==> config.mk <==
export PLATFORM = sky130hd
export DESIGN_NAME = packet_planner_top
export DESIGN_NICKNAME = d
export VERILOG_FILES = /design/src/source/planner_cfg_pkg.sv /design/src/source/planner_types_pkg.sv /design/src/source/packet_planner_top.sv /design/src/source/space_allocator.sv /design/src/source/planner_cfg_regs.sv /design/src/source/stream_fifo.sv
export SDC_FILE = /design/constraint.sdc
export NUM_CORES = 1
export LEC_CHECK = 0
export CAP_MARGIN = 20
export CORE_MARGIN = 5
export CORE_UTILIZATION = 64
export CTS_CLUSTER_DIAMETER = 30
export CTS_CLUSTER_SIZE = 24
export DETAILED_ROUTE_END_ITERATION = 6
export DONT_BUFFER_PORTS = 1
export PLACE_DENSITY_LB_ADDON = 0.2
export SKIP_CTS_REPAIR_TIMING = 1
export SLEW_MARGIN = 20
export SYNTH_ARGS = -nofsm -noshare
export SYNTH_HDL_FRONTEND = slang
export SYNTH_HIERARCHICAL = 1
export SYNTH_SLANG_ARGS = --single-unit
==> constraint.sdc <==
create_clock -name clk -period 11.59 [get_ports clk]
set_input_delay 1.159 -clock clk [delete_from_list [all_inputs] [get_ports clk]]
set_output_delay 1.159 -clock clk [all_outputs]
set_load 0.01 [all_outputs]
==> src/source/planner_cfg_pkg.sv <==
// Packet planner geometry and configuration register map
// Sizes the buffer space, the descriptor fields and the stream FIFOs
package planner_cfg_pkg;

    // Circular buffer space, a power of two so addresses wrap on their own
    localparam int space_size = 1024;
    localparam int addr_width = $clog2(space_size);

    // Descriptor fields
    localparam int len_width  = 8;
    localparam int meta_width = 8;

    // Two input streams and two planned lanes per cycle
    localparam int stream_count = 2;
    localparam int lane_count   = 2;

    // Per-stream descriptor FIFO
    localparam int fifo_depth       = 8;
    localparam int fifo_ptr_width   = $clog2(fifo_depth);
    localparam int fifo_count_width = $clog2(fifo_depth + 1);
    localparam int fifo_afull_level = 6;

    // Configuration fields and their values after reset
    localparam int gap_width        = 6;
    localparam int align_width      = 3;
    localparam int align_log2_max   = 5;
    localparam int gap_reset        = 4;
    localparam int align_log2_reset = 3;

    // Configuration register addresses
    typedef enum logic [1:0] {
        cfg_gap        = 2'd0,
        cfg_align_log2 = 2'd1
    } cfg_reg_e;

endpackage
==> src/source/planner_types_pkg.sv <==
// Packet planner data types
// Descriptors, planned output lanes, configuration and allocator state
package planner_types_pkg;

    // Input descriptor as delivered by a stream and held in its FIFO
    typedef struct packed {
        logic [planner_cfg_pkg::len_width-1:0]  len;
        logic [planner_cfg_pkg::meta_width-1:0] meta;
    } pkt_desc_t;

    // One planned output lane
    // The stream index tells which input the packet came from
    typedef struct packed {
        logic                                   vld;
        logic                                   stream;
        logic [planner_cfg_pkg::meta_width-1:0] meta;
        logic [planner_cfg_pkg::len_width-1:0]  len;
        logic [planner_cfg_pkg::addr_width-1:0] addr;
    } planned_pkt_t;

    // Live configuration seen by the allocator
    typedef struct packed {
        logic [planner_cfg_pkg::gap_width-1:0]   gap;
        logic [planner_cfg_pkg::align_width-1:0] align_log2;
    } planner_cfg_t;

    // Full means a waiting head did not fit in the last cycle
    typedef enum logic {
        alloc_run  = 1'b0,
        alloc_full = 1'b1
    } alloc_state_e;

endpackage

==> src/source/packet_planner_top.sv <==
// Packet planner top level
// Two stream FIFOs feed the space allocator, which places packets in the
// circular buffer under the gap and alignment held by the configuration block
module packet_planner_top (
    input  logic                                   clk,
    input  logic                                   rst,
    input  logic                                   rx_vld [planner_cfg_pkg::stream_count],
    input  planner_types_pkg::pkt_desc_t           rx_desc [planner_cfg_pkg::stream_count],
    output logic                                   rx_afull [planner_cfg_pkg::stream_count],
    input  logic                                   cfg_we,
    input  planner_cfg_pkg::cfg_reg_e              cfg_addr,
    input  logic [7:0]                             cfg_wdata,
    input  logic [planner_cfg_pkg::addr_width-1:0] rd_ptr,
    output planner_types_pkg::planned_pkt_t        planned [planner_cfg_pkg::lane_count],
    output logic [planner_cfg_pkg::addr_width-1:0] wr_ptr,
    output planner_types_pkg::alloc_state_e        alloc_state
);
    import planner_cfg_pkg::*;
    import planner_types_pkg::*;

    // FIFO heads toward the allocator and pops back
    pkt_desc_t    fifo_head  [stream_count];
    logic         fifo_empty [stream_count];
    logic         fifo_pop   [stream_count];
    planner_cfg_t cfg;

    stream_fifo fifo_0 (
        .clk       (clk),
        .rst       (rst),
        .push      (rx_vld[0]),
        .push_desc (rx_desc[0]),
        .pop       (fifo_pop[0]),
        .head      (fifo_head[0]),
        .empty     (fifo_empty[0]),
        .afull     (rx_afull[0])
    );

    stream_fifo fifo_1 (
        .clk       (clk),
        .rst       (rst),
        .push      (rx_vld[1]),
        .push_desc (rx_desc[1]),
        .pop       (fifo_pop[1]),
        .head      (fifo_head[1]),
        .empty     (fifo_empty[1]),
        .afull     (rx_afull[1])
    );

    planner_cfg_regs cfg_regs_i (
        .clk       (clk),
        .rst       (rst),
        .cfg_we    (cfg_we),
        .cfg_addr  (cfg_addr),
        .cfg_wdata (cfg_wdata),
        .cfg       (cfg)
    );

    space_allocator allocator_i (
        .clk     (clk),
        .rst     (rst),
        .head    (fifo_head),
        .empty   (fifo_empty),
        .cfg     (cfg),
        .rd_ptr  (rd_ptr),
        .pop     (fifo_pop),
        .planned (planned),
        .wr_ptr  (wr_ptr),
        .state   (alloc_state)
    );

endmodule

==> src/source/space_allocator.sv <==
// Space allocator
// Places up to two stream heads per cycle in the circular buffer space,
// registers the planned lanes and advances the write pointer
module space_allocator (
    input  logic                                   clk,
    input  logic                                   rst,
    input  planner_types_pkg::pkt_desc_t           head [planner_cfg_pkg::stream_count],
    input  logic                                   empty [planner_cfg_pkg::stream_count],
    input  planner_types_pkg::planner_cfg_t        cfg,
    input  logic [planner_cfg_pkg::addr_width-1:0] rd_ptr,
    output logic                                   pop [planner_cfg_pkg::stream_count],
    output planner_types_pkg::planned_pkt_t        planned [planner_cfg_pkg::lane_count],
    output logic [planner_cfg_pkg::addr_width-1:0] wr_ptr,
    output planner_types_pkg::alloc_state_e        state
);
    import planner_cfg_pkg::*;
    import planner_types_pkg::*;

    logic [addr_width-1:0] align_mask;
    logic [addr_width-1:0] free_0;
    logic [addr_width-1:0] free_1;
    logic [addr_width-1:0] fp_0;
    logic [addr_width-1:0] fp_1;
    logic [addr_width-1:0] addr_1;
    logic [addr_width-1:0] wr_ptr_next;
    logic                  take_0;
    logic                  take_1;
    logic                  stall;
    planned_pkt_t          cand_0;
    planned_pkt_t          cand_1;
    planned_pkt_t          lane_next [lane_count];

    // Length plus gap, rounded up to the next alignment boundary
    function automatic logic [addr_width-1:0] footprint(
        input logic [len_width-1:0]  len,
        input logic [gap_width-1:0]  gap,
        input logic [addr_width-1:0] mask
    );
        logic [addr_width-1:0] raw;
        raw = addr_width'(len) + addr_width'(gap) + mask;
        return raw & ~mask;
    endfunction

    assign align_mask = (addr_width'(1) << cfg.align_log2) - addr_width'(1);

    always_comb begin
        // One byte stays unused so a full space never looks empty
        free_0 = rd_ptr - wr_ptr - addr_width'(1);
        fp_0   = footprint(head[0].len, cfg.gap, align_mask);
        take_0 = !empty[0] && (fp_0 <= free_0);

        // Stream 1 is tried against the space left after stream 0
        free_1 = take_0 ? (free_0 - fp_0) : free_0;
        addr_1 = take_0 ? (wr_ptr + fp_0) : wr_ptr;
        fp_1   = footprint(head[1].len, cfg.gap, align_mask);

        // A stalled stream 0 holds stream 1 back as well
        take_1 = !empty[1] && (fp_1 <= free_1) && (take_0 || empty[0]);

        stall       = (!empty[0] && !take_0) || (!empty[1] && !take_1);
        wr_ptr_next = take_1 ? (addr_1 + fp_1) : addr_1;

        cand_0.vld    = take_0;
        cand_0.stream = 1'b0;
        cand_0.meta   = head[0].meta;
        cand_0.len    = head[0].len;
        cand_0.addr   = wr_ptr;

        cand_1.vld    = take_1;
        cand_1.stream = 1'b1;
        cand_1.meta   = head[1].meta;
        cand_1.len    = head[1].len;
        cand_1.addr   = addr_1;

        // Lane 0 carries the first placement of the cycle
        if (take_0) begin
            lane_next[0] = cand_0;
            lane_next[1] = cand_1;
        end else begin
            lane_next[0] = cand_1;
            lane_next[1] = '0;
        end
    end

    assign pop[0] = take_0;
    assign pop[1] = take_1;

    always_ff @(posedge clk) begin
        if (rst) begin
            wr_ptr <= '0;
            state  <= alloc_run;
            for (int i = 0; i < lane_count; i++) begin
                planned[i].vld <= 1'b0;
            end
        end else begin
            wr_ptr <= wr_ptr_next;
            state  <= stall ? alloc_full : alloc_run;
            for (int i = 0; i < lane_count; i++) begin
                planned[i] <= lane_next[i];
            end
        end
    end

    // Planned addresses sit on the alignment in force when they were placed
    assert property (@(posedge clk) disable iff (rst)
        planned[0].vld |-> ((planned[0].addr & $past(align_mask)) == '0) &&
                           (!planned[1].vld || ((planned[1].addr & $past(align_mask)) == '0)))
        else $error("space_allocator: planned address not aligned");

    // Lane 1 only ever holds the second packet of a cycle
    assert property (@(posedge clk) disable iff (rst)
        planned[1].vld |-> planned[0].vld && (planned[1].stream != planned[0].stream))
        else $error("space_allocator: lane 1 valid without lane 0");

    // The pointer never moves by more than the space the consumer left free
    assert property (@(posedge clk) disable iff (rst)
        take_0 || take_1 |=> (wr_ptr - $past(wr_ptr)) <= $past(free_0))
        else $error("space_allocator: write pointer passed the read pointer");

endmodule

==> src/source/planner_cfg_regs.sv <==
// Planner configuration registers
// Gap size and address alignment, loaded by single-cycle write strobes
module planner_cfg_regs (
    input  logic                            clk,
    input  logic                            rst,
    input  logic                            cfg_we,
    input  planner_cfg_pkg::cfg_reg_e       cfg_addr,
    input  logic [7:0]                      cfg_wdata,
    output planner_types_pkg::planner_cfg_t cfg
);
    import planner_cfg_pkg::*;

    logic [align_width-1:0] align_wdata;

    // Alignment above 32 bytes is clamped to 32
    assign align_wdata = (cfg_wdata > 8'(align_log2_max)) ?
                         align_width'(align_log2_max) :
                         cfg_wdata[align_width-1:0];

    always_ff @(posedge clk) begin
        if (rst) begin
            cfg.gap        <= gap_width'(gap_reset);
            cfg.align_log2 <= align_width'(align_log2_reset);
        end else if (cfg_we) begin
            case (cfg_addr)
                cfg_gap: begin
                    cfg.gap <= cfg_wdata[gap_width-1:0];
                end
                cfg_align_log2: begin
                    cfg.align_log2 <= align_wdata;
                end
                default: begin
                    cfg.gap <= cfg.gap;
                end
            endcase
        end
    end

    // The allocator builds its mask from this field, so it must stay in range
    assert property (@(posedge clk) disable iff (rst)
        cfg.align_log2 <= align_width'(align_log2_max))
        else $error("planner_cfg_regs: alignment out of range");

endmodule

==> src/source/stream_fifo.sv <==
// Per-stream descriptor FIFO
// Holds descriptors until the allocator places them and warns the source
// through a registered almost-full level
module stream_fifo (
    input  logic                         clk,
    input  logic                         rst,
    input  logic                         push,
    input  planner_types_pkg::pkt_desc_t push_desc,
    input  logic                         pop,
    output planner_types_pkg::pkt_desc_t head,
    output logic                         empty,
    output logic                         afull
);
    import planner_cfg_pkg::*;
    import planner_types_pkg::*;

    pkt_desc_t                   mem [fifo_depth];
    logic [fifo_ptr_width-1:0]   wr_idx;
    logic [fifo_ptr_width-1:0]   rd_idx;
    logic [fifo_count_width-1:0] count;
    logic                        full;

    assign empty = (count == '0);
    assign full  = (count == fifo_count_width'(fifo_depth));

    // The head is read straight from the store
    assign head = mem[rd_idx];

    always_ff @(posedge clk) begin
        if (push) begin
            mem[wr_idx] <= push_desc;
        end
    end

    always_ff @(posedge clk) begin
        if (rst) begin
            wr_idx <= '0;
            rd_idx <= '0;
            count  <= '0;
            afull  <= 1'b0;
        end else begin
            if (push) begin
                wr_idx <= wr_idx + 1'b1;
            end
            if (pop) begin
                rd_idx <= rd_idx + 1'b1;
            end
            case ({push, pop})
                2'b10: begin
                    count <= count + 1'b1;
                end
                2'b01: begin
                    count <= count - 1'b1;
                end
                default: begin
                    count <= count;
                end
            endcase
            // Rises one cycle after the count reaches the level
            afull <= (count >= fifo_count_width'(fifo_afull_level));
        end
    end

    // The source has to honour afull before the store runs out
    assert property (@(posedge clk) disable iff (rst)
        push && full |-> pop)
        else $error("stream_fifo: descriptor written into a full FIFO");

    // The allocator only pops a head that it has seen
    assert property (@(posedge clk) disable iff (rst)
        pop |-> !empty)
        else $error("stream_fifo: pop from an empty FIFO");

endmodule

After elaboration in Yosys (flattened, before gate mapping):

Memories as Yosys holds them, arrays and structs flattened. A register that Yosys moved wholly into a read port is not among the register bits.
Cells that the tools add are included.

* register bits after elaboration: 98
* bits in latches: 0
* memory bits (writable): 256
* bits in read-only memories: 0
* input port bits: 57
* output and inout bits: 69
* memories kept: 2

Memories
* fifo_0.mem: words 8, bits a word 16, read ports 1, clocked after Yosys merged registers in 1, wr ports 1, line stream_fifo.sv:17 `pkt_desc_t mem [fifo_depth];`
* fifo_1.mem: words 8, bits a word 16, read ports 1, clocked after Yosys merged registers in 1, wr ports 1, line stream_fifo.sv:17

* $add $sub $neg: 18
* multipliers: 0
* divide/modulo/power cells: 0
* magnitude comparators: 5
* eq/ne operators: 5
* shifts and indexed selects: 1
* mux-type cells: 16
* bitwise gates (word level): 4
* reduce and logical (&&, ||, !) cells: 19

Operator list (number)
* two-way mux 56 bit: 1
* adder 10 bit: 4
* two-way mux 10 bit: 3
* AND 10 bit: 2
* less-or-equal comparator 10 bit: 2
* subtractor 10 bit: 2
* adder 8 x 6 -> 9 bit: 2
* one-hot mux 4 bit (2 select lines): 2
* two-way mux 3 bit: 5
* adder 3 x 1 -> 3 bit, second input constant: 4
* inverter 10 bit: 1
* << shifter 1 x 3 -> 10 bit, first input constant: 1
* subtractor 10 x 1 -> 10 bit, second input constant: 1
* subtractor 10 x 2 -> 10 bit, second input constant: 1
* adder 4 x 1 -> 4 bit, second input constant: 2
* greater-or-equal comparator 4 x 3 -> 1 bit, second input constant: 2
* greater-than comparator 8 x 3 -> 1 bit, second input constant: 1
* logical NOT 4 bit: 2
* subtractor 4 x 1 -> 4 bit, second input constant: 2
* == test 2 x 1 -> 1 bit, second input constant: 3
* logical AND 1 bit: 5
* two-way mux 1 bit: 5
* == test 2 bit, second input constant: 2
* logical NOT 1 bit: 4
* other kinds (6): 9

Depth between registers and ports, before layout:

Gate-level depths: netlist of run 1.

* word-level depth: 14
* depth in mapped cells: 47

Hierarchy:

The synthesis of run 1 kept the hierarchy.

By module, submodules not included
* stream_fifo: times used 2, cells an instance 258, area an instance 5561.6 µm²
* space_allocator: times used 1, cells an instance 631, area an instance 5651.7 µm²
* planner_cfg_regs: times used 1, cells an instance 36, area an instance 364.1 µm²

Worst setup path before layout of run 1:

No wires, ideal clock.

* path type: register to register
* start point: register (tool-made name)
* end point: register fifo_1.count[2]
* setup time: 0.070 ns
* arrival: 8.781 ns
* path slack: 2.739 ns
* stages on the path, launching flop included: 43
* clock period less this slack: 8.851 ns
* cell sequence: dfxtp_1 > buf_6 > buf_6 > mux4_1 > mux2_2 > ha_1 > a211oi_1 > o21bai_1 > a21oi_2 > nor2_1 > o21ai_0 > xnor2_1 > ha_1 > nor2b_1 > a41o_1 > or3_1 > ha_1 > nand4_1 > (+7 left out) > buf_2 > a21oi_1 > ha_1 > a211o_1 > o221ai_1 > a21oi_1 > or3_1 > clkbuf_1 > inv_2 > clkbuf_1 > buf_4 > ha_1 > xor2_1 > ha_1 > a21oi_1 > xor2_1 > or3_1 > a21oi_1

RTL lines
* to (signal assigned): line stream_fifo.sv:50 `count <= count + 1'b1;`
* to (signal assigned): line stream_fifo.sv:53 `count <= count - 1'b1;`
* to (signal assigned): line stream_fifo.sv:56 `count <= count;`
* to (decl): line stream_fifo.sv:20 `logic [fifo_count_width-1:0] count;`

==> flow_metrics.env, run 1 <==
export IMPL_antenna_left=0
export IMPL_core_um2=26700
export IMPL_rsz0062_at_grt="no"
export IMPL_relSlewSlack_pct=29.3
export IMPL_power_frac_seq_pct=29.5
export IMPL_finalSetupViolCount=0
export IMPL_period_share_pct=86.1
export IMPL_final_common_cell="edfxtp_1"
export IMPL_first_pass_iters=5
export IMPL_wirelength_um=37400
export IMPL_row_count=60
export IMPL_holdWs_ns=0.529
export IMPL_p_clk_share_pct=30.4
export IMPL_cts_tree="built"
export IMPL_numCtsBuffers=61
export IMPL_port_buffers=0
export IMPL_grt_usage_pct=24.8
export IMPL_fillers=1576
export IMPL_p_sw_mw=2.18
export IMPL_crit_top_cell="ha_1"
export IMPL_avgSynthCellArea_um2=14.5
export IMPL_antenna_cells=0
export IMPL_finalInstanceArea_um2=19600
export IMPL_dr_total_vias=9821
export IMPL_yosys_warnings=6
export IMPL_period_needed_ns=9.98
export IMPL_critPathKind="register to register"
export IMPL_syn_inst=1183
export IMPL_path_clk_slew_ns=0.05
export IMPL_initial_core_util_pct=64.3
export IMPL_cp_required_ns=12.08
export IMPL_leakagePower_nw=7.40
export IMPL_gr_total_overflow=0
export IMPL_clockBufferDepth=3
export IMPL_avgViaCountPerCell=6.12
export IMPL_tns_ns=0
export IMPL_num_io_pins=126
export IMPL_ys_seq_elements=360
export IMPL_netlist_area_um2=17100
export IMPL_wire_per_inst_um=23.3
export IMPL_synth_seq_area_share_pct=60.2
export IMPL_placedInstanceArea_um2=17500
export IMPL_total_power_mw=5.88
export IMPL_crit_slowest_cell="inv_2"
export IMPL_grt_start_max_net_pins=59
export IMPL_p_int_mw=3.70
export IMPL_clk_latency_ns=0.58
export IMPL_power_density_nw_per_um2=300
export IMPL_final_cells=1606
export IMPL_grt_first_pass_wirelength_um=57900
export IMPL_synth_edf_count=310
export IMPL_hold_violations=0
export IMPL_syn2layout_area_growth_pct=14.3
export IMPL_arrival_ns=10.47
export IMPL_cp_start_kind="register"
export IMPL_clock_skew_ns=0.0258
export IMPL_root_buffer="clkbuf_16"
export IMPL_antenna_found_initial=0
export IMPL_vdd_ir_drop_max_v=0.000242
export IMPL_die_area_um2=30200
export IMPL_ctsHtreeMaxLevel=2
export IMPL_max_cap_violations=0
export IMPL_dp_hpwl_um=23800
export IMPL_slew_violations=0
export IMPL_initialDrtViolationCount=998
export IMPL_finalWeightedCongestion=0.909
export IMPL_slowest_delay_ns=0.75
export IMPL_outcome="finished clean"
export IMPL_synth_flop_cell="edfxtp_1"
export IMPL_drive_above_1_share_pct=14.4
export IMPL_die_width_um=174
export IMPL_grt_pass1_vias=9969
export IMPL_fmax_mhz=100
export IMPL_swShare_pct=37.0
export IMPL_dieHeight_um=174
export IMPL_layout_common_cells="edfxtp_1 (310), nor2_1 (99), nand2_1 (86), ha_1 (82), clkbuf_16 (63)"
export IMPL_end_kind="register"
export IMPL_worstPathMaxFanout=58
export IMPL_drc=0
export IMPL_async_flop_share_pct=0
export IMPL_worstHoldPathType="register to register"
export IMPL_cts_sinks=360
export IMPL_tightest_slew_ns=1.06
export IMPL_nets=1364
export IMPL_dpl_cell_count=1491
export IMPL_synth_cell_types=67
export IMPL_p_comb_share_pct=40.1
## worst max-delay path, delay by kind of cell, from the launching register on
| kind | cells | cell delay, ns |
|---|---|---|
| xor gates and xnor gates | 3 | 0.41 |
| and+or+nand+nor | 8 | 1.94 |
| muxes | 2 | 0.92 |
| buffers and inverters | 3 | 1.54 |
| DFF | 1 | 0.65 |
| adders and majority gates | 6 | 1.64 |
| AOI/OAI and AO/OA | 14 | 2.78 |
## state kept, by name, summed over array words and instances (netlist names), named ones only
| name | flops |
|---|---|
| allocator_i/planned | 56 |
| allocator_i/state | 1 |
| allocator_i/wr_ptr | 10 |
| cfg_regs_i/cfg | 9 |
| fifo_0/afull | 1 |
| fifo_0/count | 4 |
| fifo_0/mem | 128 |
| fifo_0/rd_idx | 3 |
| fifo_0/wr_idx | 3 |
| fifo_1/afull | 1 |
| fifo_1/count | 4 |
| fifo_1/mem | 128 |
| fifo_1/rd_idx | 3 |
| fifo_1/wr_idx | 3 |
## cell families (layout without fill, tap and decap cells)
group                    Yosys count  count (layout)  synth area share, %
flip-flops                       360             360                 60.2
AND/OR/NAND/NOR                  293             293                 7.97
AO/OA/AOI/OAI                    150             150                 5.61
multiplexers                     112             112                 12.7
buffers and inverters            107             188                 2.79
adder cells (fa/ha/maj)           94              94                 7.39
XOR/XNOR                          66              66                 3.37
other                              1               2               0.0219
## cells in the mapped netlist, types with 25 or more instances
cell type	number	share of area [%]
a21oi_1	56	1.6
xnor2_1	37	1.9
mux2_2	35	2.3
mux4_1	56	8.6
o21ai_0	25	0.73
xor2_1	29	1.5
edfxtp_1	310	54
nor2_1	99	2.2
nand2_1	86	1.9
ha_1	82	6.0
inv_1	54	1.2
dfxtp_1	50	5.8
clkbuf_1	26	0.57
## power by group through the flow
stage               Clock [mW]  Combinational [mW]  Sequential (mW)
floorplan                    0                1.85             1.72
global route              1.89                2.61             1.75
CTS                       1.81                2.34             1.74
finish                    1.79                2.35             1.74
detailed placement           0                2.29             1.76
global placement             0                2.26             1.76
## final timing paths
kind              startpoint         endpoint  slack [ns]  depth (start not counted)
min          fifo_1/count[3]     fifo_1/afull        0.53                          2
max                 register  fifo_1/count[2]        1.61                         36
min reg2reg  fifo_1/count[3]     fifo_1/afull        0.53                          2
max reg2reg         register  fifo_1/count[2]        1.61                         36
## per-layer routing
metal	share of wire (%)	up-vias	GRT usage [%]
met2	50	414	41.7
met3	7.7	74	5.71
met1	40	4758	32.8
li1	-	4575	-
met4	2.5	0	7.49
met5	0	-	0
## per-stage QoR
stage | setup slack (ns) | utilization, %
5_1_grt | 0.862 | 73.5
4_1_cts | 1.64 | 73.5
2_1_floorplan | 2.74 | -
3_5_place_dp | 1.75 | 65.6
3_3_place_gp | 2.04 | 65.6
6_report | 1.61 | 73.5
## layout make-up
cell class	instances	area (µm²)	share of cell area [%]
clock buffer	72	1630	8.33
clock inverter	43	477	2.43
inverter	56	210	1.07
multi-input combinational	717	6400	32.7
sequential	360	10300	52.7
tap	341	427	2.18
timing repair buffer	17	128	0.652
No activity file was read; power rests on OpenSTA's default activity.
==> run 2, diff against run 1 <==
- MAX_ROUTING_LAYER: default -> met4
- SYNTH_HIERARCHICAL: 1 -> default
==> flow_metrics.env, run 2 <==
export IMPL_relSlewSlack_pct=25.0
export IMPL_min_from="fifo_1.rd_idx[1]"
export IMPL_cp_required_ns=12.09
export IMPL_fmax_mhz=105
export IMPL_antenna_left=0
export IMPL_path_buf_inv=4
export IMPL_hold_path_depth=2
export IMPL_wirelength_um=37100
export IMPL_drc=0
export IMPL_leakagePower_nw=6.94
export IMPL_grt_usage_pct=26.1
export IMPL_worstPathMaxFanout=52
export IMPL_fin_util_pct=73.5
export IMPL_worst_r2r_path_depth=36
export IMPL_synth_flop_cell="edfxtp_1"
export IMPL_grt_start_max_net_pins=53
export IMPL_vdd_ir_drop_max_v=0.000289
export IMPL_clock_skew_ns=0.0445
export IMPL_arrival_ns=10.01
export IMPL_ys_seq_elements=360
export IMPL_syn2layout_area_growth_pct=13.7
export IMPL_synth_top_cell_area_share_pct=55.4
export IMPL_period_share_pct=82.0
export IMPL_worstHoldPathType="register to register"
export IMPL_syn_inst=1170
export IMPL_grt_pass1_vias=9932
export IMPL_reg2reg_to="fifo_1.count[3]"
export IMPL_synth_cell_types=63
export IMPL_synth_most_common_cell="edfxtp_1"
export IMPL_finalWeightedCongestion=0.897
export IMPL_numCtsBuffers=54
export IMPL_yosys_top_cells_count="edfxtp_1 (310), nor2_1 (112), ha_1 (86)"
export IMPL_critPathKind="register to register"
export IMPL_slew_violations=0
export IMPL_clk_latency_ns=0.58
export IMPL_initial_core_util_pct=64.6
export IMPL_synth_edf_count=310
export IMPL_finalSetupViolCount=0
export IMPL_core_um2=26000
export IMPL_grt_first_pass_wirelength_um=56500
export IMPL_nets=1340
export IMPL_r2r_slack_ns=2.09
export IMPL_synth_top_area_cell="edfxtp_1"
export IMPL_antenna_found_initial=0
export IMPL_end_kind="register"
export IMPL_avgViaCountPerCell=6.14
export IMPL_dp_hpwl_um=23200
export IMPL_drive_above_1_share_pct=17.5
export IMPL_crit_slowest_cell="dfxtp_2"
export IMPL_synth_seq_area_share_pct=61.4
export IMPL_crit_top_cell="ha_1"
export IMPL_tightest_slew_ns=1.12
export IMPL_power_density_nw_per_um2=300
export IMPL_outcome="finished clean"
export IMPL_async_flop_share_pct=0
export IMPL_wire_per_inst_um=23.6
export IMPL_cts_tree="built"
export IMPL_yosys_warnings=0
export IMPL_slowest_delay_ns=0.73
export IMPL_cp_start_kind="register"
export IMPL_die_width_um=172
export IMPL_cts_sinks=360
export IMPL_rsz0062_at_grt="no"
export IMPL_hold_violations=0
export IMPL_port_buffers=0
export IMPL_yosys_top_cells_area="edfxtp_1 (55%), mux4_2 (8.6%), ha_1 (6.4%), dfxtp_1 (6.0%), nor2_1 (2.5%)"
export IMPL_period_needed_ns=9.50
export IMPL_critPathTopFamily="adder cells"
export IMPL_netlist_area_um2=16800
export IMPL_dr_total_vias=9626
export IMPL_path_clk_slew_ns=0.06
export IMPL_fillers=1607
export IMPL_root_buffer="clkbuf_16"
export IMPL_layout_common_cells="edfxtp_1 (310), nor2_1 (100), ha_1 (86), a21oi_1 (73)"
export IMPL_final_common_cell="edfxtp_1"
export IMPL_avgSynthCellArea_um2=14.4
export IMPL_clockBufferDepth=3
export IMPL_tns_ns=0
export IMPL_first_pass_iters=5
export IMPL_num_io_pins=126
export IMPL_max_cap_violations=0
export IMPL_dieHeight_um=172
export IMPL_antenna_cells=0
export IMPL_initialDrtViolationCount=743
export IMPL_ctsHtreeMaxLevel=2
export IMPL_die_area_um2=29600
export IMPL_gr_total_overflow=0
export IMPL_reg_top3="fifo_0.mem x128, fifo_1.mem x128, allocator_i.planned x56"
export IMPL_row_count=59
[run 2: changes by cell type after synthesis, moves of 17 or more]
cell / before / now
a21oi_1: 56 / 73
and3_1: 21 / 4
mux2_2: 35 / 10
mux2i_1: 13 / 33
mux4_1: 56 / 0
mux4_2: 8 / 64
nand2_1: 86 / 45
[run 2: cells by family after synthesis]
kind of cell	share of synthesized area, %
AO/OA/AOI/OAI	6.53
XOR/XNOR	3.59
adder cells (fa/ha/maj)	7.60
buffers and inverters	2.86
flip-flops	61.4
multiplexers	11.2
other	0.0223
AND/OR/NAND/NOR	6.79
[run 2: report_power, final]
group	switching, mW	internal [mW]	leakage [nW]
Clock	0.641	1.03	0.926
Sequential	0.129	1.59	3.28
Combinational	1.36	0.971	2.73
Total	2.14	3.59	6.94
[run 2: area by class of cell]
type                            instances  area, µm²  share of cell area, %
Clock buffer                           57       1370                   7.19
Clock inverter                         45        554                   2.90
Inverter                               67        251                   1.32
Multi-Input combinational cell        693       6100                   31.9
Sequential cell                       360      10300                   54.0
Tap cell                              335        419                   2.19
Timing Repair Buffer                   11       90.1                  0.472
[run 2: metal layers]
metal | track usage [%] | up-vias | wire length [µm]
met3 | 5.46 | 63 | 2390
met5 | - | - | 0
li1 | - | 4440 | -
met2 | 44.6 | 357 | 19300
met1 | 31.8 | 4766 | 14300
met4 | 7.66 | 0 | 1010
[run 2: worst register-to-register path: cells and delay by family (launching register included)]
| kind | cells | cell delay [ns] |
|---|---|---|
| adders and majority gates | 7 | 2.45 |
| AOI/OAI and AO/OA | 13 | 2.43 |
| and+or+nand+nor | 9 | 1.56 |
| buffers and inverters | 4 | 1.28 |
| muxes | 2 | 0.88 |
| DFF | 1 | 0.73 |
| xor gates and xnor gates | 1 | 0.09 |
[run 2: worst max path at each step]
stage               slack (ns)              end  cells after the start      from
floorplan                 3.53  fifo_1.count[3]                     41  register
global placement          2.53  fifo_1.count[3]                     37  register
finish                    2.09  fifo_1.count[3]                     36  register
global route              1.28  fifo_1.count[3]                     37  register
detailed placement        2.19  fifo_1.count[3]                     37  register
CTS                       2.15  fifo_1.count[3]                     37  register
[run 2: per-stage QoR]
stage	instance area, µm²	instances	setup slack [ns]	total power, mW	hold WS [ns]
finish	19100	1568	2.09	5.72	0.473
global route	19100	1568	1.28	6.09	0.491
CTS	19100	1566	2.15	5.74	0.478
detailed placement	17100	1464	2.19	4.03	0.465
global placement	17100	1464	2.53	3.98	0.465
floorplan	16800	1171	3.53	3.53	0.454
